**config.mk**
```make
export PLATFORM = sky130hd
export DESIGN_NAME = coh_cache_flat
export DESIGN_NICKNAME = d
export VERILOG_FILES = /design/src/verilog/coh_pkg.sv /design/src/verilog/snoop_bus_if.sv /design/src/verilog/coh_cache.sv /design/src/flat_wrapper.sv
export SDC_FILE = /design/constraint.sdc
export NUM_CORES = 1
export LEC_CHECK = 0
export BUFFER_PORTS_ARGS = -buffer_cell sky130_fd_sc_hd__buf_2
export CORE_UTILIZATION = 52
export DETAILED_ROUTE_END_ITERATION = 8
export PLACE_DENSITY_LB_ADDON = 0.12
export SYNTH_ARGS = -nofsm -noshare
export SYNTH_HDL_FRONTEND = slang
export SYNTH_SLANG_ARGS = --single-unit
```
**constraint.sdc**
```tcl
create_clock -name clk -period 4.56 [get_ports clk]
set_input_delay 0.912 -clock clk [delete_from_list [all_inputs] [get_ports clk]]
set_output_delay 0.912 -clock clk [all_outputs]
set_load 0.02 [all_outputs]
```
**src/verilog/coh_pkg.sv**
```systemverilog
/*
 * Coherence package
 * Address and data widths, MESI line states, snoop bus opcodes
 * and L2 response states shared by the caches and the bus controller
 */
`default_nettype none

package coh_pkg;

    localparam int ADDR_W      = 32;
    localparam int WORD_W      = 32;
    localparam int BLOCK_WORDS = 2;
    localparam int BLOCK_W     = WORD_W * BLOCK_WORDS;

    // Byte address split
    localparam int BYTE_OFF_W  = $clog2(WORD_W / 8);   // Byte within a word
    localparam int WSEL_W      = $clog2(BLOCK_WORDS);  // Word within a block
    localparam int OFF_W       = WSEL_W + BYTE_OFF_W;  // Block offset

    typedef enum logic [1:0] {
        INVALID,
        SHARED,
        EXCLUSIVE,
        MODIFIED
    } mesi_state_e;

    typedef enum logic [1:0] {
        BUS_RD,     // Read miss
        BUS_RDX,    // Read for ownership or upgrade
        BUS_WB      // Dirty eviction
    } bus_op_e;

    // Same encoding as the L2 side uses
    typedef enum logic [1:0] {
        L2_FREE,
        L2_BUSY,
        L2_ACCESS
    } l2_state_e;

endpackage

`default_nettype wire

```
**src/verilog/snoop_bus_if.sv**
```systemverilog
/*
 * Snoop bus link between one L1 cache and the bus controller
 * Carries the cache's bus request, the fill completion,
 * the snoop broadcast and the cache's snoop response
 */
`timescale 1ns/1ps
`default_nettype none

interface snoop_bus_if;
    import coh_pkg::*;

    // Request from the cache, held until done
    logic                  req;
    bus_op_e               op;
    logic [ADDR_W-1:0]     addr;       // Block aligned
    logic [BLOCK_W-1:0]    wb_data;    // Victim block for BUS_WB

    // Completion from the controller
    logic                  done;
    logic [BLOCK_W-1:0]    fill_data;
    logic                  fill_shared;

    // Snoop broadcast to the other caches
    logic                  snp_valid;
    logic [ADDR_W-1:0]     snp_addr;
    bus_op_e               snp_op;

    // Registered snoop response, one cycle after snp_valid
    logic                  snp_hit;
    logic                  snp_dirty;
    logic [BLOCK_W-1:0]    snp_data;

    modport cache (
        output req, op, addr, wb_data,
        output snp_hit, snp_dirty, snp_data,
        input  done, fill_data, fill_shared,
        input  snp_valid, snp_addr, snp_op
    );

    modport ctrl (
        input  req, op, addr, wb_data,
        input  snp_hit, snp_dirty, snp_data,
        output done, fill_data, fill_shared,
        output snp_valid, snp_addr, snp_op
    );

endinterface

`default_nettype wire
```
**src/verilog/coh_cache.sv**
```systemverilog
/*
 * Direct-mapped L1 data cache with MESI line states
 * Serves word reads and writes from one processor, issues
 * bus requests on misses and upgrades, and answers snoops
 */
`timescale 1ns/1ps
`default_nettype none

module coh_cache #(
    parameter int NUM_SETS = 4
) (
    input  logic                        clk,
    input  logic                        rst_n,
    input  logic                        ren,
    input  logic                        wen,
    input  logic [coh_pkg::ADDR_W-1:0]  addr,
    input  logic [coh_pkg::WORD_W-1:0]  wdata,
    output logic [coh_pkg::WORD_W-1:0]  rdata,
    output logic                        busy,
    snoop_bus_if.cache                  bus
);
    import coh_pkg::*;

    localparam int IDX_W = (NUM_SETS > 1) ? $clog2(NUM_SETS) : 1;
    localparam int TAG_W = ADDR_W - IDX_W - OFF_W;

    typedef enum logic [1:0] {IDLE, EVICT, FETCH, COMMIT} cache_state_e;

    // Line storage
    logic [TAG_W-1:0]   tag_q  [NUM_SETS];
    logic [BLOCK_W-1:0] data_q [NUM_SETS];
    mesi_state_e        line_q [NUM_SETS];

    cache_state_e       st;
    logic               ack;           // One-cycle processor completion
    logic               req_q;
    bus_op_e            op_q;
    logic [ADDR_W-1:0]  bus_addr_q;
    logic [BLOCK_W-1:0] wb_q;
    logic               snp_hit_q;
    logic               snp_dirty_q;
    logic [BLOCK_W-1:0] snp_data_q;

    logic [IDX_W-1:0]   req_idx;
    logic [TAG_W-1:0]   req_tag;
    logic [WSEL_W-1:0]  word_sel;
    logic [IDX_W-1:0]   snp_idx;
    logic [TAG_W-1:0]   snp_tag;
    logic               tag_hit;
    logic               snp_match;
    logic               accept;
    logic               hit_we;
    logic               evict_start;
    logic               fill_we;
    logic [BLOCK_W-1:0] merged;

    assign req_idx  = addr[OFF_W +: IDX_W];
    assign req_tag  = addr[ADDR_W-1 -: TAG_W];
    assign word_sel = addr[BYTE_OFF_W +: WSEL_W];
    assign snp_idx  = bus.snp_addr[OFF_W +: IDX_W];
    assign snp_tag  = bus.snp_addr[ADDR_W-1 -: TAG_W];

    assign tag_hit   = (line_q[req_idx] != INVALID) && (tag_q[req_idx] == req_tag);
    assign snp_match = (line_q[snp_idx] != INVALID) && (tag_q[snp_idx] == snp_tag);

    // Hold off a new access while a snoop lands on the same set
    assign accept = (st == IDLE) && !ack && (ren || wen) &&
                    !(bus.snp_valid && (snp_idx == req_idx));
    assign hit_we = accept && wen && tag_hit &&
                    (line_q[req_idx] == EXCLUSIVE || line_q[req_idx] == MODIFIED);
    assign evict_start = accept && !tag_hit && (line_q[req_idx] == MODIFIED);
    assign fill_we = (st == FETCH) && req_q && bus.done;

    always_comb begin
        merged = bus.fill_data;
        if (wen)
            merged[word_sel*WORD_W +: WORD_W] = wdata;  // Write merges into the fill
    end

    assign busy        = (ren || wen) && !ack;
    assign bus.req     = req_q;
    assign bus.op      = op_q;
    assign bus.addr    = bus_addr_q;
    assign bus.wb_data = wb_q;
    assign bus.snp_hit   = snp_hit_q;
    assign bus.snp_dirty = snp_dirty_q;
    assign bus.snp_data  = snp_data_q;

    // Control state, line states and snoop responder
    always_ff @(posedge clk or negedge rst_n) begin
        if (!rst_n) begin
            st          <= IDLE;
            ack         <= 1'b0;
            req_q       <= 1'b0;
            op_q        <= BUS_RD;
            bus_addr_q  <= '0;
            snp_hit_q   <= 1'b0;
            snp_dirty_q <= 1'b0;
            for (int s = 0; s < NUM_SETS; s++)
                line_q[s] <= INVALID;
        end else begin
            ack         <= 1'b0;
            snp_hit_q   <= bus.snp_valid && snp_match;
            snp_dirty_q <= bus.snp_valid && snp_match && (line_q[snp_idx] == MODIFIED);

            // Snoop effect first, so a pending miss never keeps a stale line
            if (bus.snp_valid && snp_match) begin
                if (bus.snp_op == BUS_RDX)
                    line_q[snp_idx] <= INVALID;
                else if (line_q[snp_idx] == EXCLUSIVE || line_q[snp_idx] == MODIFIED)
                    line_q[snp_idx] <= SHARED;
            end

            case (st)
                IDLE: begin
                    if (accept) begin
                        if (tag_hit && ren) begin
                            ack <= 1'b1;
                        end else if (hit_we) begin
                            line_q[req_idx] <= MODIFIED;  // Silent E to M
                            ack             <= 1'b1;
                        end else if (evict_start) begin
                            req_q      <= 1'b1;
                            op_q       <= BUS_WB;
                            bus_addr_q <= {tag_q[req_idx], req_idx, {OFF_W{1'b0}}};
                            st         <= EVICT;
                        end else begin
                            st <= FETCH;  // Miss or upgrade from SHARED
                        end
                    end
                end
                EVICT: begin
                    if (bus.done) begin
                        req_q           <= 1'b0;
                        line_q[req_idx] <= INVALID;
                        st              <= FETCH;
                    end
                end
                FETCH: begin
                    if (!req_q) begin
                        req_q      <= 1'b1;
                        op_q       <= wen ? BUS_RDX : BUS_RD;
                        bus_addr_q <= {addr[ADDR_W-1:OFF_W], {OFF_W{1'b0}}};
                    end else if (bus.done) begin
                        req_q <= 1'b0;
                        if (wen)
                            line_q[req_idx] <= MODIFIED;
                        else
                            line_q[req_idx] <= bus.fill_shared ? SHARED : EXCLUSIVE;
                        st <= COMMIT;
                    end
                end
                COMMIT: begin
                    ack <= 1'b1;
                    st  <= IDLE;
                end
                default: st <= IDLE;
            endcase
        end
    end

    // Tags, data and payload registers
    always_ff @(posedge clk) begin
        if (fill_we) begin
            tag_q[req_idx]  <= req_tag;
            data_q[req_idx] <= merged;
            rdata           <= merged[word_sel*WORD_W +: WORD_W];
        end else if (hit_we) begin
            data_q[req_idx][word_sel*WORD_W +: WORD_W] <= wdata;
        end else if (accept && ren && tag_hit) begin
            rdata <= data_q[req_idx][word_sel*WORD_W +: WORD_W];
        end
        if (evict_start)
            wb_q <= data_q[req_idx];
        if (bus.snp_valid)
            snp_data_q <= data_q[snp_idx];
    end

    a_one_cmd: assert property (@(posedge clk) disable iff (!rst_n)
        !(ren && wen));

    // Request held steady across the whole bus transaction
    a_req_stable: assert property (@(posedge clk) disable iff (!rst_n)
        bus.req && !bus.done |=> bus.req && $stable(bus.op) && $stable(bus.addr));

endmodule

`default_nettype wire

```
**src/flat_wrapper.sv**
```systemverilog
// flat-port wrapper written by rule: the top's interface ports become plain ports
module coh_cache_flat import coh_pkg::*;
#(
    parameter int NUM_SETS = 4
)
  (clk, rst_n, ren, wen, addr, wdata, rdata, busy, bus_req, bus_op, bus_addr, bus_wb_data, bus_snp_hit, bus_snp_dirty, bus_snp_data, bus_done, bus_fill_data, bus_fill_shared, bus_snp_valid, bus_snp_addr, bus_snp_op);
  snoop_bus_if bus_i ();
  input  logic clk;
  input  logic rst_n;
  input  logic ren;
  input  logic wen;
  input  logic [coh_pkg::ADDR_W-1:0] addr;
  input  logic [coh_pkg::WORD_W-1:0] wdata;
  output logic [coh_pkg::WORD_W-1:0] rdata;
  output logic busy;
  output wire logic [$bits(bus_i.req)-1:0] bus_req;
  output wire logic [$bits(bus_i.op)-1:0] bus_op;
  output wire logic [$bits(bus_i.addr)-1:0] bus_addr;
  output wire logic [$bits(bus_i.wb_data)-1:0] bus_wb_data;
  output wire logic [$bits(bus_i.snp_hit)-1:0] bus_snp_hit;
  output wire logic [$bits(bus_i.snp_dirty)-1:0] bus_snp_dirty;
  output wire logic [$bits(bus_i.snp_data)-1:0] bus_snp_data;
  input wire logic [$bits(bus_i.done)-1:0] bus_done;
  input wire logic [$bits(bus_i.fill_data)-1:0] bus_fill_data;
  input wire logic [$bits(bus_i.fill_shared)-1:0] bus_fill_shared;
  input wire logic [$bits(bus_i.snp_valid)-1:0] bus_snp_valid;
  input wire logic [$bits(bus_i.snp_addr)-1:0] bus_snp_addr;
  input wire logic [$bits(bus_i.snp_op)-1:0] bus_snp_op;
  assign bus_req = bus_i.req;
  assign bus_op = bus_i.op;
  assign bus_addr = bus_i.addr;
  assign bus_wb_data = bus_i.wb_data;
  assign bus_snp_hit = bus_i.snp_hit;
  assign bus_snp_dirty = bus_i.snp_dirty;
  assign bus_snp_data = bus_i.snp_data;
  assign bus_i.done = bus_done;
  assign bus_i.fill_data = bus_fill_data;
  assign bus_i.fill_shared = bus_fill_shared;
  assign bus_i.snp_valid = bus_snp_valid;
  assign bus_i.snp_addr = bus_snp_addr;
  assign bus_i.snp_op = bus_snp_op;
  coh_cache #(.NUM_SETS(NUM_SETS)) u_core (.clk(clk), .rst_n(rst_n), .ren(ren), .wen(wen), .addr(addr), .wdata(wdata), .rdata(rdata), .busy(busy), .bus(bus_i));
endmodule
```
# After elaboration in Yosys (flattened, before gate mapping)
# Memory sizes are Yosys's and may differ from the RTL's. A register that Yosys moved wholly into a read port is not among the register bits.
# Index checks and enable logic that the tools add are counted.
# classes
n_mux	129
shifts	4
n_reduce_logical	37
magnitude_cmp	4
eq_ne	20
n_bitwise	74
add_sub_neg	1
# op_table
op	count
32-bit 2-to-1 mux	8
64-bit 2-to-1 mux	2
64-bit by 7-bit indexed part select with 32-bit output	2
8-bit 2-to-1 mux	10
1-bit 2-to-1 mux	78
64-bit bitwise mux	1
1-bit OR	64
32-bit case mux with 2 select lines	1
32-bit by 34-bit variable shift with 64-bit output (first input constant)	1
32-bit by 34-bit indexed part select with 64-bit output	1
27-bit equality test	2
2-bit 2-to-1 mux	19
6-bit negation with 34-bit output	1
8-bit case mux with 3 select lines	1
1-bit logical AND	21
6-bit AND reduction	3
8-bit AND	2
8-bit inverter	2
2-bit equality test (second input constant)	6
2-bit inequality test (second input constant)	6
2-bit binary-select mux with 2-bit select	2
8-bit bitwise mux	1
2-bit demux with 2-bit select	2
8-bit OR	1
19 further kinds	32
# totals
register_bits	144
n_memories	2
ram_bits	364
# memory_table
memory	depth	width	read_ports	rd_clocked_by_memory_dff	wr	line	text
u_core.data_q	4	64	2	1	1	coh_cache.sv:31	logic [BLOCK_W-1:0] data_q [NUM_SETS];
u_core.tag_q	4	27	2	0	1	coh_cache.sv:30	logic [TAG_W-1:0] tag_q [NUM_SETS];

# Longest topological paths before layout
# logic_depth
ltp_word	15
depth_mapped	12
depth_no_buf	8

# Worst setup path after synthesis
# OpenSTA, ideal clock, no wires.
# synth_path
path_kind	input to register
start	in addr[3] (netlist bit)
end	mem u_core.data_q[1][32] (netlist bit) (enable)
required_ns	4.139
t_arrival_ns	4.199
path_slack_ns	-0.060
cell_stages	8
n_path_buf	2
cell_sequence	buf_6 -> buf_6 -> mux4_2 -> xor2_1 -> nor4_4 -> and4b_1 -> a31oi_1 -> nor2_1
# synth_between
elab_chain_cells	12
# synth_lines
item	line	text
start, declared	flat_wrapper.sv:12	input logic [coh_pkg::ADDR_W-1:0] addr;
branches (longest 12 deep; another with memory read 4 x 27 bit)	-	
end, declared	coh_cache.sv:31	
# Parallel ways; which one is timed is not known. The select of a mux whose other input is x is not followed.

# Worst setup path in the final report
# layout_path
start	in addr[3] (netlist bit)
end	mem u_core.data_q[2][51] (netlist bit) (enable)
# Same word-level chain as after synthesis.

==> flow_metrics.env <==
export IMPL_status="completed"
export IMPL_grt_pass1_vias=15100
export IMPL_synth_flop_cell="edfxtp_1"
export IMPL_ys_warn_count=0
export IMPL_cp_data_required_time_ns=4.86
export IMPL_coreArea_mm2=0.0481
export IMPL_clk_latency_ns=0.62
export IMPL_critPathMaxFanout=39
export IMPL_tightest_slew_ns=1.06
export IMPL_pwr_share_comb_pct=21.2
export IMPL_wl_met3_mm=4.40
export IMPL_clk_transition_reported_paths_ns=0.06
export IMPL_synth_edf_count=524
export IMPL_powerDensity_mw_per_mm2=464
export IMPL_multiInputGateArea_mm2=0.00831
export IMPL_maxCapViolCount=0
export IMPL_crit_slowest_cell="mux4_2"
export IMPL_path_cells="buf_6 -> mux4_2 -> xor2_1 -> nor4_1 -> and3_1 -> and4b_1 -> a31oi_1 -> nor2_4 -> buf_4"
export IMPL_drc=0
export IMPL_wl_per_cell_um=27.2
export IMPL_fp_dieH_um=224
export IMPL_synthesis_area_mm2=0.0256
export IMPL_worst_setup_path_start_kind="input port"
export IMPL_finalSetupViolCount=0
export IMPL_min_path_type="in2async"
export IMPL_p_leak_nw=10.6
export IMPL_avgSynthCellArea_um2=18.9
export IMPL_grt_max_degree=65
export IMPL_grt_overflow=0
export IMPL_grt_first_pass_wirelength_mm=97.3
export IMPL_dp_cells=2317
export IMPL_dpl_hpwl_mm=42.8
export IMPL_power_mw=14.0
export IMPL_dieWidth_um=224
export IMPL_die_area_mm2=0.0501
export IMPL_slew_violations=0
export IMPL_yosysUniqueCellTypes=61
export IMPL_cts_htree_levels=2
export IMPL_initial_core_util_pct=53.2
export IMPL_cts_hold_buffers=0
export IMPL_async_reset_ff_share_pct=7.91
export IMPL_yosysSeqAreaShare_pct=65.9
export IMPL_ir_drop_mv=0.346
export IMPL_finalCriticalPeriod_ns=3.74
export IMPL_worst_path_buf_inv=2
export IMPL_power_share_switching_pct=28.5
export IMPL_timing_fmax_mhz=267
export IMPL_p_switching_mw=3.98
export IMPL_drtIter0Drc=1219
export IMPL_antenna_found_initial=9
export IMPL_crit_type="in2reg"
export IMPL_top_layer="met5"
export IMPL_post_cts_setup_buffer_count=0
export IMPL_critPathCaptureType="flip-flop"
export IMPL_p_seq_share_pct=46.9
export IMPL_hold_viol_final=0
export IMPL_rows=80
export IMPL_max_stage_delay_ns=0.59
export IMPL_fin_crit_sh_pct=82.1
export IMPL_ant_nets=0
export IMPL_crit_family="simple AND/OR/NAND/NOR gates"
export IMPL_stdcell_count=2424
export IMPL_drive_gt1_share_pct=44.7
export IMPL_syn_to_final_growth_pct=17.5
export IMPL_synth_cells=1353
export IMPL_fillers=3490
export IMPL_grt_usage_pct=26.6
export IMPL_reg2reg_slack_ns=1.23
export IMPL_skew_ns=0.0185
export IMPL_cts_root_buf="clkbuf_16"
export IMPL_drt_total_wl_mm=66.0
export IMPL_nets=1893
export IMPL_slew_headroom_pct=29.3
export IMPL_worstPathArrival_ns=4.04
export IMPL_viasPerCell=6.18
export IMPL_place_gp_congestion=0.878
export IMPL_cts_buffers=57
export IMPL_dr_total_vias=15000
export IMPL_cts_tree="done"
export IMPL_route_met2_wl_mm=33.1
export IMPL_clockBufferDepth=3
export IMPL_clkPwrFrac_pct=31.9
export IMPL_dp_slack_ns=0.140
export IMPL_first_pass_iters=5
export IMPL_p_int_mw=9.97
export IMPL_wl_met1_mm=27.3
export IMPL_io_pins=367
export IMPL_io_buffers=358
export IMPL_setup_ws_ns=0.818
export IMPL_cts_sinks=569
export IMPL_regArea_mm2=0.0169
export IMPL_ys_seq_elements=569
export IMPL_rsz0062_at_grt="no"
export IMPL_post_cts_resized=0
per-layer routing:
metal / track usage, % / vias to the layer above
met4: 5.26 / 16
met3: 5.36 / 92
met2: 44.1 / 581
met1: 36.9 / 7916
met5: 0 / -
li1: - / 6374
power groups by stage:
stage / Sequential (mW) / Clock (mW) / Combinational, mW
after floorplan: 6.86 / 0 / 1.69
after global placement: 6.62 / 0 / 2.91
after detailed placement: 6.64 / 0 / 2.97
after CTS: 6.54 / 4.52 / 2.97
after global routing: 6.59 / 4.72 / 3.15
final: 6.54 / 4.46 / 2.95
cell usage after synthesis, types with 3 or more instances:
cell      count  area share (%)
ha_1          4            0.20
a21o_1        3           0.088
nand3_1      12            0.23
mux2_2       69             3.0
nand3b_1     31            0.91
xor2_1       15            0.51
and3_1       33            0.81
nor4_1        4           0.098
nand4_1      10            0.24
buf_2        28            0.55
a32o_1        5            0.20
xnor2_1      36             1.2
inv_1        16            0.23
nor2_1       26            0.38
buf_6         5            0.22
nor3_1        3           0.059
mux2i_1      21            0.82
a31oi_1      28            0.68
buf_4         7            0.21
mux4_2      209              18
clkbuf_1     42            0.62
nand2_1      49            0.72
o21bai_1      5            0.15
nor2b_1       4           0.098
edfxtp_1    524              61
buf_1        14            0.21
o21a_1        5            0.15
o211ai_2      9            0.44
dfrtp_1      45             4.4
o21ai_0      10            0.20
a21oi_1      15            0.29
o211ai_1     20            0.59
nor3b_1       3           0.088
nand2b_1     10            0.24
o32ai_1       3            0.10
final cells by class:
| class | count | area share, % |
|---|---|---|
| timing repair buffer | 402 | 7.54 |
| clock inverter | 25 | 0.670 |
| antenna | 1 | 0.00832 |
| inverter | 16 | 0.204 |
| clock buffer | 81 | 5.14 |
| multi-input combinational | 674 | 27.6 |
| sequential | 569 | 56.1 |
| tap | 656 | 2.73 |
registers in the layout (all words and copies together) (netlist names):
name                  flops
u_core.data_q           256
u_core.tag_q            108
u_core.bus.snp_data      64
u_core.bus.wb_data       64
u_core.rdata             32
u_core.bus.addr          29
u_core.line_q             8
u_core.bus.op             2
u_core.st                 2
u_core.ack                1
u_core.bus.req            1
u_core.bus.snp_dirty      1
u_core.bus.snp_hit        1
metrics by stage:
step                      util [%]  hold slack [ns]  TNS, ns  area (um2)
after floorplan                  -            0.521    -7.69       25600
after detailed placement      58.8            0.496        0       28300
final                         62.4            0.416        0       30100
after global routing          62.4            0.453        0       30100
after global placement        58.8            0.491        0       28300
after CTS                     62.4            0.430        0       30100
layout by cell type (no fill, tap or decap), types with 9 or more instances in the layout:
cell type | Yosys | routed
mux4_2 | 209 | 209
edfxtp_1 | 524 | 524
o21ai_0 | 10 | 10
xor2_1 | 15 | 15
clkbuf_1 | 42 | 21
nand3_1 | 12 | 12
clkbuf_16 | 0 | 57
dfrtp_1 | 45 | 45
xnor2_1 | 36 | 36
inv_1 | 16 | 15
buf_2 | 28 | 353
buf_12 | 0 | 10
o211ai_2 | 9 | 9
mux2_2 | 69 | 69
clkinv_2 | 0 | 10
nand2b_1 | 10 | 9
nand2_1 | 49 | 47
nand3b_1 | 31 | 31
nor2_1 | 26 | 14
clkinv_1 | 0 | 10
and3_1 | 33 | 32
buf_4 | 7 | 37
a21oi_1 | 15 | 15
o211ai_1 | 20 | 20
mux2i_1 | 21 | 21
a31oi_1 | 28 | 28
nand4_1 | 10 | 10
cell families after synthesis:
| kind of cell | share of synthesized area (%) |
|---|---|
| XOR/XNOR | 1.75 |
| AND/OR/NAND/NOR | 4.15 |
| other | 0.0147 |
| adder cells (fa/ha/maj) | 0.196 |
| multiplexers | 22.2 |
| flip-flops | 65.9 |
| buffers and inverters | 2.03 |
| AO/OA/AOI/OAI | 3.75 |
worst paths after layout:
kind / startpoint / to / cells after the start
setup / recovery: addr[3] / u_core.data_q[2][51]$_DFFE_PP_ / 9
hold / removal: rst_n / u_core.bus.snp_hit$_DFF_PN0_ / 2
setup reg to reg: u_core.tag_q[3][13]$_DFFE_PP_ / u_core.data_q[2][51]$_DFFE_PP_ / 8
hold reg to reg: u_core.bus.addr[3]$_DFFE_PN0P_ / u_core.bus.addr[3]$_DFFE_PN0P_ / 1
max in group asynchronous: rst_n / u_core.line_q[6]$_DFF_PN0_ / 2
min in group clk: u_core.bus.addr[3]$_DFFE_PN0P_ / u_core.bus.addr[3]$_DFFE_PN0P_ / 1
worst reg2reg max path: stages, from the launching register on:
cell and delay (ns):
edfxtp_1 0.40, mux4_2 0.51, xor2_1 0.16, nor4_1 0.35, and3_1 0.41, and4b_1 0.35
a31oi_1 0.36, nor2_4 0.26, buf_4 0.24
Note: power is estimated with default switching activity, not from simulation.
